## config.mk

```make
export PLATFORM = sky130hd
export DESIGN_NAME = cpu
export DESIGN_NICKNAME = d
export VERILOG_FILES = /design/src/source/isa_pkg.sv /design/src/source/cpu_ctrl_pkg.sv /design/src/source/datapath_ctrl_if.sv /design/src/source/instr_fields_if.sv /design/src/source/instr_decoder.sv /design/src/source/cpu_controller.sv /design/src/source/datapath.sv /design/src/source/address_unit.sv /design/src/source/cpu.sv
export SDC_FILE = /design/constraint.sdc
export NUM_CORES = 1
export LEC_CHECK = 0
export BUFFER_PORTS_ARGS = -buffer_cell sky130_fd_sc_hd__buf_2
export CAP_MARGIN = 0
export CELL_PAD_IN_SITES_DETAIL_PLACEMENT = 1
export CELL_PAD_IN_SITES_GLOBAL_PLACEMENT = 1
export CORE_MARGIN = 2
export CORE_UTILIZATION = 54
export CTS_BUF_LIST = sky130_fd_sc_hd__clkbuf_16
export CTS_CLUSTER_SIZE = 8
export DETAILED_ROUTE_END_ITERATION = 7
export PLACE_DENSITY = 0.88
export SLEW_MARGIN = 30
export SYNTH_ARGS = -nofsm -noshare
export SYNTH_HDL_FRONTEND = slang
export SYNTH_SLANG_ARGS = --single-unit
```

## constraint.sdc

```tcl
create_clock -name clk -period 9.13 [get_ports clk]
set_clock_uncertainty 0.15 [all_clocks]
set_input_delay 0.4565 -clock clk [delete_from_list [all_inputs] [get_ports clk]]
set_output_delay 0.4565 -clock clk [all_outputs]
set_load 0.01 [all_outputs]
```

## src/source/isa_pkg.sv

```systemverilog
package isa_pkg;

    localparam int word_width = 16;
    localparam int addr_width = 9;   // 512-word memory
    localparam int reg_count = 8;

    typedef logic [word_width-1:0] word_t;
    typedef logic [addr_width-1:0] mem_addr_t;
    typedef logic [$clog2(reg_count)-1:0] reg_num_t;

    // instruction bits 15:13
    typedef enum logic [2:0]
    {
        op_ldr  = 3'b011,
        op_str  = 3'b100,
        op_alu  = 3'b101,
        op_mov  = 3'b110,
        op_halt = 3'b111
    } opcode_e;

    // instruction bits 12:11
    typedef enum logic [1:0]
    {
        alu_add = 2'b00,
        alu_cmp = 2'b01,
        alu_and = 2'b10,
        alu_mvn = 2'b11
    } alu_op_e;

    // the op field of a move selects its source
    localparam alu_op_e mov_imm = alu_and;
    localparam alu_op_e mov_reg = alu_add;

    // instruction bits 4:3, applied to the B operand
    typedef enum logic [1:0]
    {
        shift_none = 2'b00,
        shift_left = 2'b01,   // left by one
        shift_lsr  = 2'b10,   // logical right by one
        shift_asr  = 2'b11    // arithmetic right by one
    } shift_e;

endpackage

```

## src/source/cpu_ctrl_pkg.sv

```systemverilog
package cpu_ctrl_pkg;

    typedef enum logic [1:0]
    {
        mem_none  = 2'b00,
        mem_read  = 2'b01,
        mem_write = 2'b11
    } mem_cmd_e;

    typedef enum logic [3:0]
    {
        st_reset,
        st_fetch1,
        st_fetch2,
        st_update,   // pc increment
        st_decode,
        st_exec1,
        st_exec2,
        st_exec3,
        st_exec4,
        st_exec5,
        st_exec6,
        st_halt
    } ctrl_state_e;

    // instruction field that names the register file port
    typedef enum logic [1:0]
    {
        sel_rn,
        sel_rd,
        sel_rm
    } reg_sel_e;

    typedef enum logic [1:0]
    {
        src_c,
        src_sximm8,
        src_mdata
    } write_src_e;

endpackage

```

## src/source/datapath_ctrl_if.sv

```systemverilog
`timescale 1ns/10ps

interface datapath_ctrl_if;
    import cpu_ctrl_pkg::*;

    reg_sel_e   reg_sel;
    write_src_e write_src;
    logic       reg_write;
    logic       load_a;
    logic       load_b;
    logic       load_c;
    logic       load_s;      // status flags
    logic       a_zero;      // A operand forced to zero
    logic       b_imm;       // B operand replaced by sximm5

    modport ctrl
    (
        output reg_sel, write_src, reg_write, load_a, load_b, load_c, load_s,
               a_zero, b_imm
    );

    modport dp
    (
        input write_src, reg_write, load_a, load_b, load_c, load_s, a_zero, b_imm
    );

    modport dec (input reg_sel);

endinterface

```

## src/source/instr_fields_if.sv

```systemverilog
`timescale 1ns/10ps

interface instr_fields_if;
    import isa_pkg::*;

    reg_num_t reg_num;   // already picked from rn, rd or rm
    shift_e   shift;
    alu_op_e  alu_op;
    word_t    sximm5;
    word_t    sximm8;

    modport dec
    (
        output reg_num, shift, alu_op, sximm5, sximm8
    );

    modport dp
    (
        input reg_num, shift, alu_op, sximm5, sximm8
    );

endinterface

```

## src/source/instr_decoder.sv

```systemverilog
`timescale 1ns/10ps

module instr_decoder
(
    input  logic             clk,
    input  logic             reset,
    input  isa_pkg::word_t   read_data,
    input  logic             load_ir,
    datapath_ctrl_if.dec     ctrl,
    instr_fields_if.dec      fields,
    output isa_pkg::opcode_e opcode,
    output isa_pkg::alu_op_e op
);
    import isa_pkg::*;
    import cpu_ctrl_pkg::*;

    word_t ir;
    logic  mem_instr;

    always_ff @(posedge clk)
    begin
        if (reset)
            ir <= '0;
        else if (load_ir)
            ir <= read_data;
    end

    assign opcode = opcode_e'(ir[15:13]);
    assign op = alu_op_e'(ir[12:11]);
    assign mem_instr = (opcode == op_ldr) || (opcode == op_str);

    // loads and stores reuse bits 4:3 as part of imm5
    assign fields.shift = mem_instr ? shift_none : shift_e'(ir[4:3]);
    assign fields.alu_op = mem_instr ? alu_add : op;   // address is Rn + sximm5

    assign fields.sximm5 = {{(word_width-5){ir[4]}}, ir[4:0]};
    assign fields.sximm8 = {{(word_width-8){ir[7]}}, ir[7:0]};

    always_comb
    begin
        case (ctrl.reg_sel)
            sel_rd:  fields.reg_num = ir[7:5];
            sel_rm:  fields.reg_num = ir[2:0];
            default: fields.reg_num = ir[10:8];
        endcase
    end

endmodule

```

## src/source/cpu_controller.sv

```systemverilog
`timescale 1ns/10ps

module cpu_controller
(
    input  logic                   clk,
    input  logic                   reset,
    input  isa_pkg::opcode_e       opcode,
    input  isa_pkg::alu_op_e       op,
    datapath_ctrl_if.ctrl          ctrl,
    output logic                   load_ir,
    output logic                   load_pc,
    output logic                   pc_clear,
    output logic                   load_addr,
    output logic                   addr_sel_pc,
    output cpu_ctrl_pkg::mem_cmd_e mem_cmd
);
    import isa_pkg::*;
    import cpu_ctrl_pkg::*;

    ctrl_state_e state;
    ctrl_state_e next_state;
    logic        last_exec;     // final execute state of this instruction
    logic        known_instr;

    always_ff @(posedge clk)
    begin
        if (reset)
            state <= st_reset;
        else
            state <= next_state;
    end

    // branches and anything else unlisted end up in halt
    assign known_instr = (opcode inside {op_alu, op_ldr, op_str}) ||
                         (opcode == op_mov && (op == mov_imm || op == mov_reg));

    always_comb
    begin
        ctrl.reg_sel = sel_rn;
        ctrl.write_src = src_c;
        ctrl.reg_write = 1'b0;
        ctrl.load_a = 1'b0;
        ctrl.load_b = 1'b0;
        ctrl.load_c = 1'b0;
        ctrl.load_s = 1'b0;
        ctrl.a_zero = 1'b0;
        ctrl.b_imm = 1'b0;
        load_ir = 1'b0;
        load_pc = 1'b0;
        pc_clear = 1'b0;
        load_addr = 1'b0;
        addr_sel_pc = 1'b0;
        mem_cmd = mem_none;
        last_exec = 1'b0;

        case (state)
            st_reset:
            begin
                load_pc = 1'b1;
                pc_clear = 1'b1;
            end
            st_fetch1:
            begin
                addr_sel_pc = 1'b1;
                mem_cmd = mem_read;
            end
            st_fetch2:
            begin
                addr_sel_pc = 1'b1;
                mem_cmd = mem_read;
                load_ir = 1'b1;
            end
            st_update: load_pc = 1'b1;
            st_exec1:
            begin
                if (opcode == op_mov && op == mov_imm)
                begin
                    ctrl.write_src = src_sximm8;   // into Rn
                    ctrl.reg_write = 1'b1;
                    last_exec = 1'b1;
                end
                else if (opcode == op_mov)
                begin
                    ctrl.reg_sel = sel_rm;
                    ctrl.load_b = 1'b1;
                end
                else
                    ctrl.load_a = 1'b1;
            end
            st_exec2:
            begin
                if (opcode == op_mov)
                begin
                    ctrl.a_zero = 1'b1;            // C gets shifted Rm
                    ctrl.load_c = 1'b1;
                end
                else if (opcode == op_alu)
                begin
                    ctrl.reg_sel = sel_rm;
                    ctrl.load_b = 1'b1;
                end
                else
                begin
                    ctrl.b_imm = 1'b1;             // effective address into C
                    ctrl.load_c = 1'b1;
                end
            end
            st_exec3:
            begin
                if (opcode == op_mov)
                begin
                    ctrl.reg_sel = sel_rd;
                    ctrl.reg_write = 1'b1;
                    last_exec = 1'b1;
                end
                else if (opcode == op_alu && op == alu_cmp)
                begin
                    ctrl.load_s = 1'b1;
                    last_exec = 1'b1;
                end
                else if (opcode == op_alu)
                    ctrl.load_c = 1'b1;
                else
                    load_addr = 1'b1;
            end
            st_exec4:
            begin
                if (opcode == op_alu)
                begin
                    ctrl.reg_sel = sel_rd;
                    ctrl.reg_write = 1'b1;
                    last_exec = 1'b1;
                end
                else if (opcode == op_ldr)
                    mem_cmd = mem_read;
                else
                begin
                    ctrl.reg_sel = sel_rd;         // store data goes through B
                    ctrl.load_b = 1'b1;
                end
            end
            st_exec5:
            begin
                if (opcode == op_ldr)
                begin
                    mem_cmd = mem_read;            // read data is valid this cycle
                    ctrl.reg_sel = sel_rd;
                    ctrl.write_src = src_mdata;
                    ctrl.reg_write = 1'b1;
                    last_exec = 1'b1;
                end
                else
                begin
                    ctrl.a_zero = 1'b1;
                    ctrl.load_c = 1'b1;
                end
            end
            st_exec6:
            begin
                mem_cmd = mem_write;               // memory takes out at data address
                last_exec = 1'b1;
            end
            default: ;
        endcase
    end

    always_comb
    begin
        case (state)
            st_reset:  next_state = st_fetch1;
            st_fetch1: next_state = st_fetch2;
            st_fetch2: next_state = st_update;
            st_update: next_state = st_decode;
            st_decode: next_state = known_instr ? st_exec1 : st_halt;
            st_exec1:  next_state = st_exec2;
            st_exec2:  next_state = st_exec3;
            st_exec3:  next_state = st_exec4;
            st_exec4:  next_state = st_exec5;
            st_exec5:  next_state = st_exec6;
            st_exec6:  next_state = st_fetch1;
            default:   next_state = st_halt;   // stays until reset
        endcase
        if (last_exec)
            next_state = st_fetch1;
    end

endmodule

```

## src/source/datapath.sv

```systemverilog
`timescale 1ns/10ps

module datapath
(
    input  logic           clk,
    input  isa_pkg::word_t read_data,
    datapath_ctrl_if.dp    ctrl,
    instr_fields_if.dp     fields,
    output isa_pkg::word_t out,
    output logic           n,
    output logic           v,
    output logic           z
);
    import isa_pkg::*;
    import cpu_ctrl_pkg::*;

    localparam int msb = word_width - 1;

    word_t regs [reg_count];
    word_t a_reg;
    word_t b_reg;
    word_t c_reg;
    word_t write_data;
    word_t b_shifted;
    word_t alu_a;
    word_t alu_b;
    word_t diff;
    word_t alu_result;

    always_comb
    begin
        case (ctrl.write_src)
            src_sximm8: write_data = fields.sximm8;
            src_mdata:  write_data = read_data;
            default:    write_data = c_reg;
        endcase
    end

    always_ff @(posedge clk)
    begin
        if (ctrl.reg_write)
            regs[fields.reg_num] <= write_data;
        if (ctrl.load_a)
            a_reg <= regs[fields.reg_num];
        if (ctrl.load_b)
            b_reg <= regs[fields.reg_num];
        if (ctrl.load_c)
            c_reg <= alu_result;
    end

    always_comb
    begin
        case (fields.shift)
            shift_left: b_shifted = {b_reg[msb-1:0], 1'b0};
            shift_lsr:  b_shifted = {1'b0, b_reg[msb:1]};
            shift_asr:  b_shifted = {b_reg[msb], b_reg[msb:1]};
            default:    b_shifted = b_reg;
        endcase
    end

    assign alu_a = ctrl.a_zero ? '0 : a_reg;
    assign alu_b = ctrl.b_imm ? fields.sximm5 : b_shifted;
    assign diff = alu_a - alu_b;

    always_comb
    begin
        case (fields.alu_op)
            alu_cmp: alu_result = diff;
            alu_and: alu_result = alu_a & alu_b;
            alu_mvn: alu_result = ~alu_b;
            default: alu_result = alu_a + alu_b;
        endcase
    end

    // flags always describe A - B
    always_ff @(posedge clk)
    begin
        if (ctrl.load_s)
        begin
            z <= (diff == '0);
            n <= diff[msb];
            v <= (alu_a[msb] != alu_b[msb]) && (diff[msb] != alu_a[msb]);
        end
    end

    assign out = c_reg;

endmodule

```

## src/source/address_unit.sv

```systemverilog
`timescale 1ns/10ps

module address_unit
(
    input  logic               clk,
    input  logic               load_pc,
    input  logic               pc_clear,
    input  logic               load_addr,
    input  logic               addr_sel_pc,
    input  isa_pkg::word_t     c_value,
    output isa_pkg::mem_addr_t mem_addr
);
    import isa_pkg::*;

    mem_addr_t pc;
    mem_addr_t data_addr;

    // no branches, so the pc only clears or counts up
    always_ff @(posedge clk)
    begin
        if (load_pc)
        begin
            if (pc_clear)
                pc <= '0;
            else
                pc <= pc + 1'b1;
        end
    end

    always_ff @(posedge clk)
    begin
        if (load_addr)
            data_addr <= c_value[addr_width-1:0];   // upper bits of C ignored
    end

    assign mem_addr = addr_sel_pc ? pc : data_addr;

endmodule

```

## src/source/cpu.sv

```systemverilog
`timescale 1ns/10ps

module cpu
(
    input  logic                   clk,
    input  logic                   reset,
    input  isa_pkg::word_t         read_data,
    output isa_pkg::word_t         out,
    output logic                   n,
    output logic                   v,
    output logic                   z,
    output cpu_ctrl_pkg::mem_cmd_e mem_cmd,
    output isa_pkg::mem_addr_t     mem_addr
);
    import isa_pkg::*;

    opcode_e opcode;
    alu_op_e op;
    logic    load_ir;
    logic    load_pc;
    logic    pc_clear;
    logic    load_addr;
    logic    addr_sel_pc;

    datapath_ctrl_if ctrl_bus();
    instr_fields_if  fields_bus();

    instr_decoder decoder
    (
        .clk       (clk),
        .reset     (reset),
        .read_data (read_data),
        .load_ir   (load_ir),
        .ctrl      (ctrl_bus),
        .fields    (fields_bus),
        .opcode    (opcode),
        .op        (op)
    );

    cpu_controller controller
    (
        .clk         (clk),
        .reset       (reset),
        .opcode      (opcode),
        .op          (op),
        .ctrl        (ctrl_bus),
        .load_ir     (load_ir),
        .load_pc     (load_pc),
        .pc_clear    (pc_clear),
        .load_addr   (load_addr),
        .addr_sel_pc (addr_sel_pc),
        .mem_cmd     (mem_cmd)
    );

    datapath dp
    (
        .clk       (clk),
        .read_data (read_data),
        .ctrl      (ctrl_bus),
        .fields    (fields_bus),
        .out       (out),
        .n         (n),
        .v         (v),
        .z         (z)
    );

    address_unit addr_unit
    (
        .clk         (clk),
        .load_pc     (load_pc),
        .pc_clear    (pc_clear),
        .load_addr   (load_addr),
        .addr_sel_pc (addr_sel_pc),
        .c_value     (out),
        .mem_addr    (mem_addr)
    );

endmodule

```

Yosys cells after proc, flatten, opt, wreduce, memory -nomap -nowiden
Memory sizes are Yosys's and may differ from the RTL's.
Index checks and enable logic that the tools add are counted.
{"block": "op_classes", "addsub": 3, "eq_ne": 28, "n_mux": 61, "bitwise_logic": 2, "reduce_logical": 15}
{"op": "16-bit case mux with 3 select lines", "count": 2}
{"op": "4-bit case mux with 10 select lines", "count": 1}
{"op": "1-bit 2-to-1 mux", "count": 35}
{"op": "16-bit 2-to-1 mux", "count": 2}
{"op": "16-bit case mux with 2 select lines", "count": 1}
{"op": "2-bit 2-to-1 mux", "count": 9}
{"op": "16-bit adder", "count": 1}
{"op": "16-bit bitwise AND", "count": 1}
{"op": "4-bit by 3-bit == test with 1-bit output (second input constant)", "count": 4}
{"op": "16-bit logical NOT", "count": 1}
{"op": "16-bit NOT", "count": 1}
{"op": "16-bit subtractor", "count": 1}
{"op": "2-bit == test (second input constant)", "count": 7}
{"op": "4-bit == test (second input constant)", "count": 3}
{"op": "2-bit by 1-bit == test with 1-bit output (second input constant)", "count": 5}
{"op": "2-bit case mux with 5 select lines", "count": 1}
{"op": "9-bit by 1-bit adder with 9-bit output (second input constant)", "count": 1}
{"op": "3-bit == test (second input constant)", "count": 3}
{"op": "9-bit 2-to-1 mux", "count": 1}
{"op": "4-bit by 2-bit == test with 1-bit output (second input constant)", "count": 2}
{"op": "2-bit case mux with 4 select lines", "count": 1}
{"op": "2-bit OR reduction", "count": 4}
{"op": "1-bit case mux with 3 select lines", "count": 2}
{"op": "3-bit case mux with 2 select lines", "count": 1}
{"op": "other kinds (13)", "count": 19}
{"block": "totals", "reg_bits": 89, "ramBits": 128, "inputBits": 18, "out_inout_bits": 30, "mem_count": 1}
{"name": "dp.regs", "depth": 8, "word_bits": 16, "read_ports": 1, "rd_ports_with_merged_regs": 0, "wr": 1, "line": "datapath.sv:19", "rtl": "word_t regs [reg_count];"}

Logic depth before layout (Yosys ltp)
{"block": "depth", "word_depth": 9, "ltp_mapped": 21}

By module
Synthesis repeated with hierarchy kept, for this count alone.
{"block": "hier_totals", "hier_cells": 966, "area_unflattened_um2": 11961.5}
{"mod": "datapath", "n_inst": 1, "cells_each": 714, "area_each_um2": 9559.2, "seq_area_each_um2": 5375.2}
{"mod": "instr_decoder", "n_inst": 1, "cells_each": 108, "area_each_um2": 987.2, "seq_area_each_um2": 320.3}
{"mod": "address_unit", "n_inst": 1, "cells_each": 59, "area_each_um2": 829.5, "seq_area_each_um2": 540.5}
{"mod": "cpu_controller", "n_inst": 1, "cells_each": 85, "area_each_um2": 585.6, "seq_area_each_um2": 80.1}

Worst setup path after synthesis
Ideal clock, no wire load.
{"block": "synth_timing", "path_kind": "register to register", "start": "register decoder.ir[11]", "end": "memory dp.regs[5][0] (netlist name), enable pin", "setup_ps": 409, "arrival_ps": 3704, "slack_ps": 4866, "path_stages_with_launch": 13, "path_cell_list": "dfxtp_1 inv_1 clkbuf_1 nand2_1 a32o_1 nand3_1 ha_1 clkbuf_1 o21ai_0 clkbuf_1 clkbuf_1 nand2_1 nor3_1"}
{"block": "synth_between", "elab_chain_cells": 6, "elab_cells_between_ends": 11, "cone_classes": "eq/ne: 3; mux: 7; reduce/logical: 1"}
{"item": "start, declared", "line": "instr_decoder.sv:17", "rtl": "word_t ir;"}
{"item": "start signal, assigned", "line": "instr_decoder.sv:25", "rtl": "ir <= read_data;"}
{"item": "2-bit == test (*)", "line": "cpu_controller.sv:76", "rtl": "if (opcode == op_mov && op == mov_imm)"}
{"item": "1-bit logical AND (*)", "line": "cpu_controller.sv:76"}
{"item": "2-bit 2-to-1 mux / 1-bit 2-to-1 mux (equally long branches)", "line": "cpu_controller.sv:76"}
{"item": "2-bit case mux with 5 select lines / 1-bit case mux with 4 select lines (equally long branches)", "line": "cpu_controller.sv:56", "rtl": "case (state)"}
{"item": "2-bit == test (tied with other cells)", "line": "instr_decoder.sv:41", "rtl": "case (ctrl.reg_sel)"}
{"item": "3-bit case mux with 2 select lines / 1-bit 2-to-1 mux (equally long branches)", "line": "instr_decoder.sv:41, datapath.sv:42"}
{"item": "end, declared", "line": "datapath.sv:19"}
Mark *: on every way between the ends. The rest lies on a longest branch, timed or not.

Worst setup path in the final report
{"block": "layout_timing", "start": "register decoder.ir[15]", "end": "register dp.c_reg[15] (netlist: dp.out[15]) (data pin)"}
{"block": "layout_between", "elab_chain_cells": 8, "elab_cells_between_ends": 27, "cone_classes": "add/sub: 2; eq/ne: 10; mux: 12; bitwise: 2; reduce/logical: 1"}
{"item": "3-bit by 2-bit == test with 1-bit output / 3-bit == test (equally long branches)", "line": "instr_decoder.sv:30, cpu_controller.sv:144"}
{"item": "1-bit logical OR", "line": "instr_decoder.sv:30", "rtl": "assign mem_instr = (opcode == op_ldr) || (opcode == op_str);"}
{"item": "2-bit 2-to-1 mux", "line": "instr_decoder.sv:33", "rtl": "assign fields.shift = mem_instr ? shift_none : shift_e'(ir[4:3]);"}
{"item": "2-bit == test / 2-bit by 1-bit == test with 1-bit output (equally long branches)", "line": "datapath.sv:53", "rtl": "case (fields.shift)"}
{"item": "16-bit case mux with 3 select lines", "line": "datapath.sv:53"}
{"item": "16-bit 2-to-1 mux", "line": "datapath.sv:62", "rtl": "assign alu_b = ctrl.b_imm ? fields.sximm5 : b_shifted;"}
{"item": "16-bit subtractor (*)", "line": "datapath.sv:63", "rtl": "assign diff = alu_a - alu_b;"}
{"item": "via dp.diff[15]", "line": "datapath.sv:27", "rtl": "word_t diff;"}
{"item": "16-bit case mux with 3 select lines (*)", "line": "datapath.sv:67", "rtl": "case (fields.alu_op)"}
{"item": "via dp.alu_result[15]", "line": "datapath.sv:28", "rtl": "word_t alu_result;"}
{"item": "end signal, assigned", "line": "datapath.sv:48", "rtl": "c_reg <= alu_result;"}
{"item": "end, declared", "line": "datapath.sv:22", "rtl": "word_t c_reg;"}
The timed path passes the listed nets; every way through them passes the cells marked *.
A chain may end at the register's enable or synchronous reset.

==> impl_metrics.tcl <==
set metrics [dict create \
    clk_latency_ns 0.57 \
    gp_congestion 0.918 \
    antenna_found_initial 0 \
    synth.most_common_cell "edfxtp_1" \
    synth_cell_types 78 \
    cts_tree "built" \
    syn_nets 1130 \
    setup_viol 0 \
    cp.required_ns 9.27 \
    ys_ff_latch 217 \
    path_cells "nand3b_1 > nand2_1 > a22oi_1 > o211ai_1 > o21ai_0 > inv_1 > ha_1 > nor2_1 > o221ai_1 > a31oi_1 > a21oi_1 > o311ai_0 > o211ai_2 > nor2_1 > nor4_2" \
    maxSlewHeadroom_pct 32.6 \
    rsz0062_at_grt "false" \
    gr-total-overflow 0 \
    row_count 53 \
    drv_cap 0 \
    p_seq_share_pct 44.1 \
    crit_arrival_ns 5.19 \
    h-tree-depth 1 \
    syn_avg_cell_area_um2 10.7 \
    die_height_um 150 \
    power.density_nw_per_um2 201 \
    n_antenna_cell 0 \
    grt_max_degree 53 \
    hold_class "in -> reg" \
    path_class "reg -> reg" \
    fin_crit_sh_pct 55.3 \
    met3_usage_pct 5.52 \
    cp-start-kind "flop" \
    dp_hpwl_mm 24.0 \
    grt_pass1_wl_mm 54.3 \
    yosysTopAreaCellShare_pct 51.6 \
    clockPowerShare_pct 39.6 \
    drtIter0Drc 873 \
    die_area_um2 22400 \
    clock-sinks 217 \
    io_buffers 47 \
    intPower_mw 1.89 \
    cts_buffers 31 \
    critPathCaptureType "flop" \
    reg2reg_slack_ns 4.08 \
    ir_drop_mv 0.215 \
    grt_pass1_vias 9529 \
    p_switching_mw 0.702 \
    cp_slowest_cell "dfxtp_1" \
    drive_gt1_share_pct 13.2 \
    track_usage_pct 31.8 \
    worst_pin_slew_ns 1.01 \
    fmax_ghz 0.198 \
    status "completed" \
    cp_max_fo 19 \
    drt-wirelength-per-cell_um 24.9 \
    postCtsSetupBuffers 0 \
    max_flop_register "dp.regs" \
    p_leak_nw 4.80 \
    clkSlewWorstSetupHoldPaths_ns 0.05 \
    n_fill_cell 2209 \
    ys_top_cells_by_count "edfxtp_1, nand2_1, a21oi_1" \
    via_count 9047 \
    crit_top_cell "nor2_1" \
    num_io_pins 48 \
    ys.flop_type "edfxtp_1" \
    yosysWarnings 0 \
    critical-path-max-stage-delay_ns 0.55 \
    initial_core_util_pct 54.7 \
    synth_edf_count 197 \
    yosys.area.top_type "edfxtp_1" \
    slew_viol_final 0 \
    hold_violations 0 \
    drt_wl_total_mm 35.0 \
    syn_area_um2 11500 \
    drc 0 \
    fin_nets 1174 \
    timing.final.crit_period_ns 5.05 \
    cts.path.max_buffers 3 \
    tns_ns 0 \
    met2_usage_pct 53.8 \
    ys_seq_area_share_pct 55.1 \
    power_frac_comb_pct 16.3 \
    hold_slack_ns 0.0211 \
    drt_pass1_iterations 5 \
    cts-root-buf "clkbuf_16" \
    ant_nets 0 \
    async_reset_ff_share_pct 0 \
    die_w_um 150 \
    vias_per_cell 6.43 \
    finalPower_mw 2.59 \
    netSwitchingFraction_pct 27.1 \
    globalRouteMet1Util_pct 40.6 \
    syn_to_final_growth_pct 12.7 \
    synth_cells 1073 \
    busiest_layer "met2" \
    ys_top_cells_by_area "edfxtp_1, nand2_1, ha_1, a21oi_1, dfxtp_1" \
    largest_reg_flops 128 \
    core_um2 21000 \
]
power by group through the flow:
| stage | registers, mW | clock network, mW | logic, mW |
|---|---|---|---|
| 3_5_place_dp | 1.16 | 0 | 0.408 |
| 4_1_cts | 1.14 | 1.04 | 0.416 |
| 2_1_floorplan | 1.15 | 0 | 0.298 |
| 3_3_place_gp | 1.16 | 0 | 0.391 |
| 6_report | 1.14 | 1.03 | 0.423 |
| 5_1_grt | 1.14 | 1.08 | 0.461 |
worst max-delay path, delay by kind of cell (launching register included):
family | cells | cell delay [ns]
AO/OA/AOI/OAI | 8 | 2.18
adder cells (fa/ha/maj) | 1 | 0.43
buffers and inverters | 1 | 0.09
flip-flops | 1 | 0.55
AND/OR/NAND/NOR | 5 | 1.36
per-stage QoR:
step / std cells / util, % / cell area (um^2) / setup WS [ns]
floorplan: 1073 / - / 11500 / 4.87
global placement: 1353 / 57.2 / 12000 / 4.40
detailed placement: 1354 / 57.2 / 12000 / 4.25
CTS: 1407 / 61.6 / 12900 / 4.23
global route: 1407 / 61.7 / 12900 / 3.63
finish: 1407 / 61.7 / 12900 / 4.08
cell usage in the layout (no fill, tap or decap), types with 26 or more instances in the layout:
cell type,n
buf_4,26
buf_2,48
inv_1,60
a21oi_1,86
edfxtp_1,197
a22oi_1,28
ha_1,37
clkbuf_16,32
nor2_1,67
o21ai_0,48
nand2_1,173
per-layer routing:
layer	wire length (um)	vias to the layer above
li1	-	4047
met1	14100	4551
met2	17200	356
met3	2260	93
met4	1410	0
met5	0	-
path summary, 6_finish.rpt:
path / from / end / cells after the start
max reg2reg: decoder.ir[15]$_SDFFE_PP0P_ / dp.out[15]$_DFFE_PP_ / 15
min: read_data[1] / decoder.ir[1]$_SDFFE_PP0P_ / 3
max: decoder.ir[15]$_SDFFE_PP0P_ / dp.out[15]$_DFFE_PP_ / 15
min reg2reg: decoder.ir[8]$_SDFFE_PP0P_ / decoder.ir[8]$_SDFFE_PP0P_ / 2
area by class of cell:
| class | count | area (um^2) | share of cell area [%] |
|---|---|---|---|
| Tap cell | 275 | 344 | 2.66 |
| Multi-Input combinational cell | 740 | 4720 | 36.5 |
| Clock buffer | 32 | 801 | 6.20 |
| Inverter | 48 | 180 | 1.39 |
| Timing Repair Buffer | 79 | 485 | 3.76 |
| Sequential cell | 217 | 6320 | 48.9 |
| Clock inverter | 16 | 77.6 | 0.600 |
kinds of logic (layout without fill, tap and decap cells):
| logic type | Yosys count | in the layout | synth area share [%] |
|---|---|---|---|
| DFF | 217 | 217 | 55.1 |
| AOI/OAI and AO/OA | 300 | 300 | 16.9 |
| adders and majority gates | 39 | 39 | 4.39 |
| xor gates and xnor gates | 31 | 31 | 2.37 |
| buffers and inverters | 116 | 175 | 4.12 |
| muxes | 27 | 27 | 3.55 |
| and+or+nand+nor | 343 | 343 | 13.6 |
repair_timing:
action                                  4_1_cts  5_1_grt
hold buffers                                  5        0
resized for setup                             0        0
endpoints found under the setup margin        0        0
endpoints found under the hold margin         5        0
(Power assumes the default switching activity.)
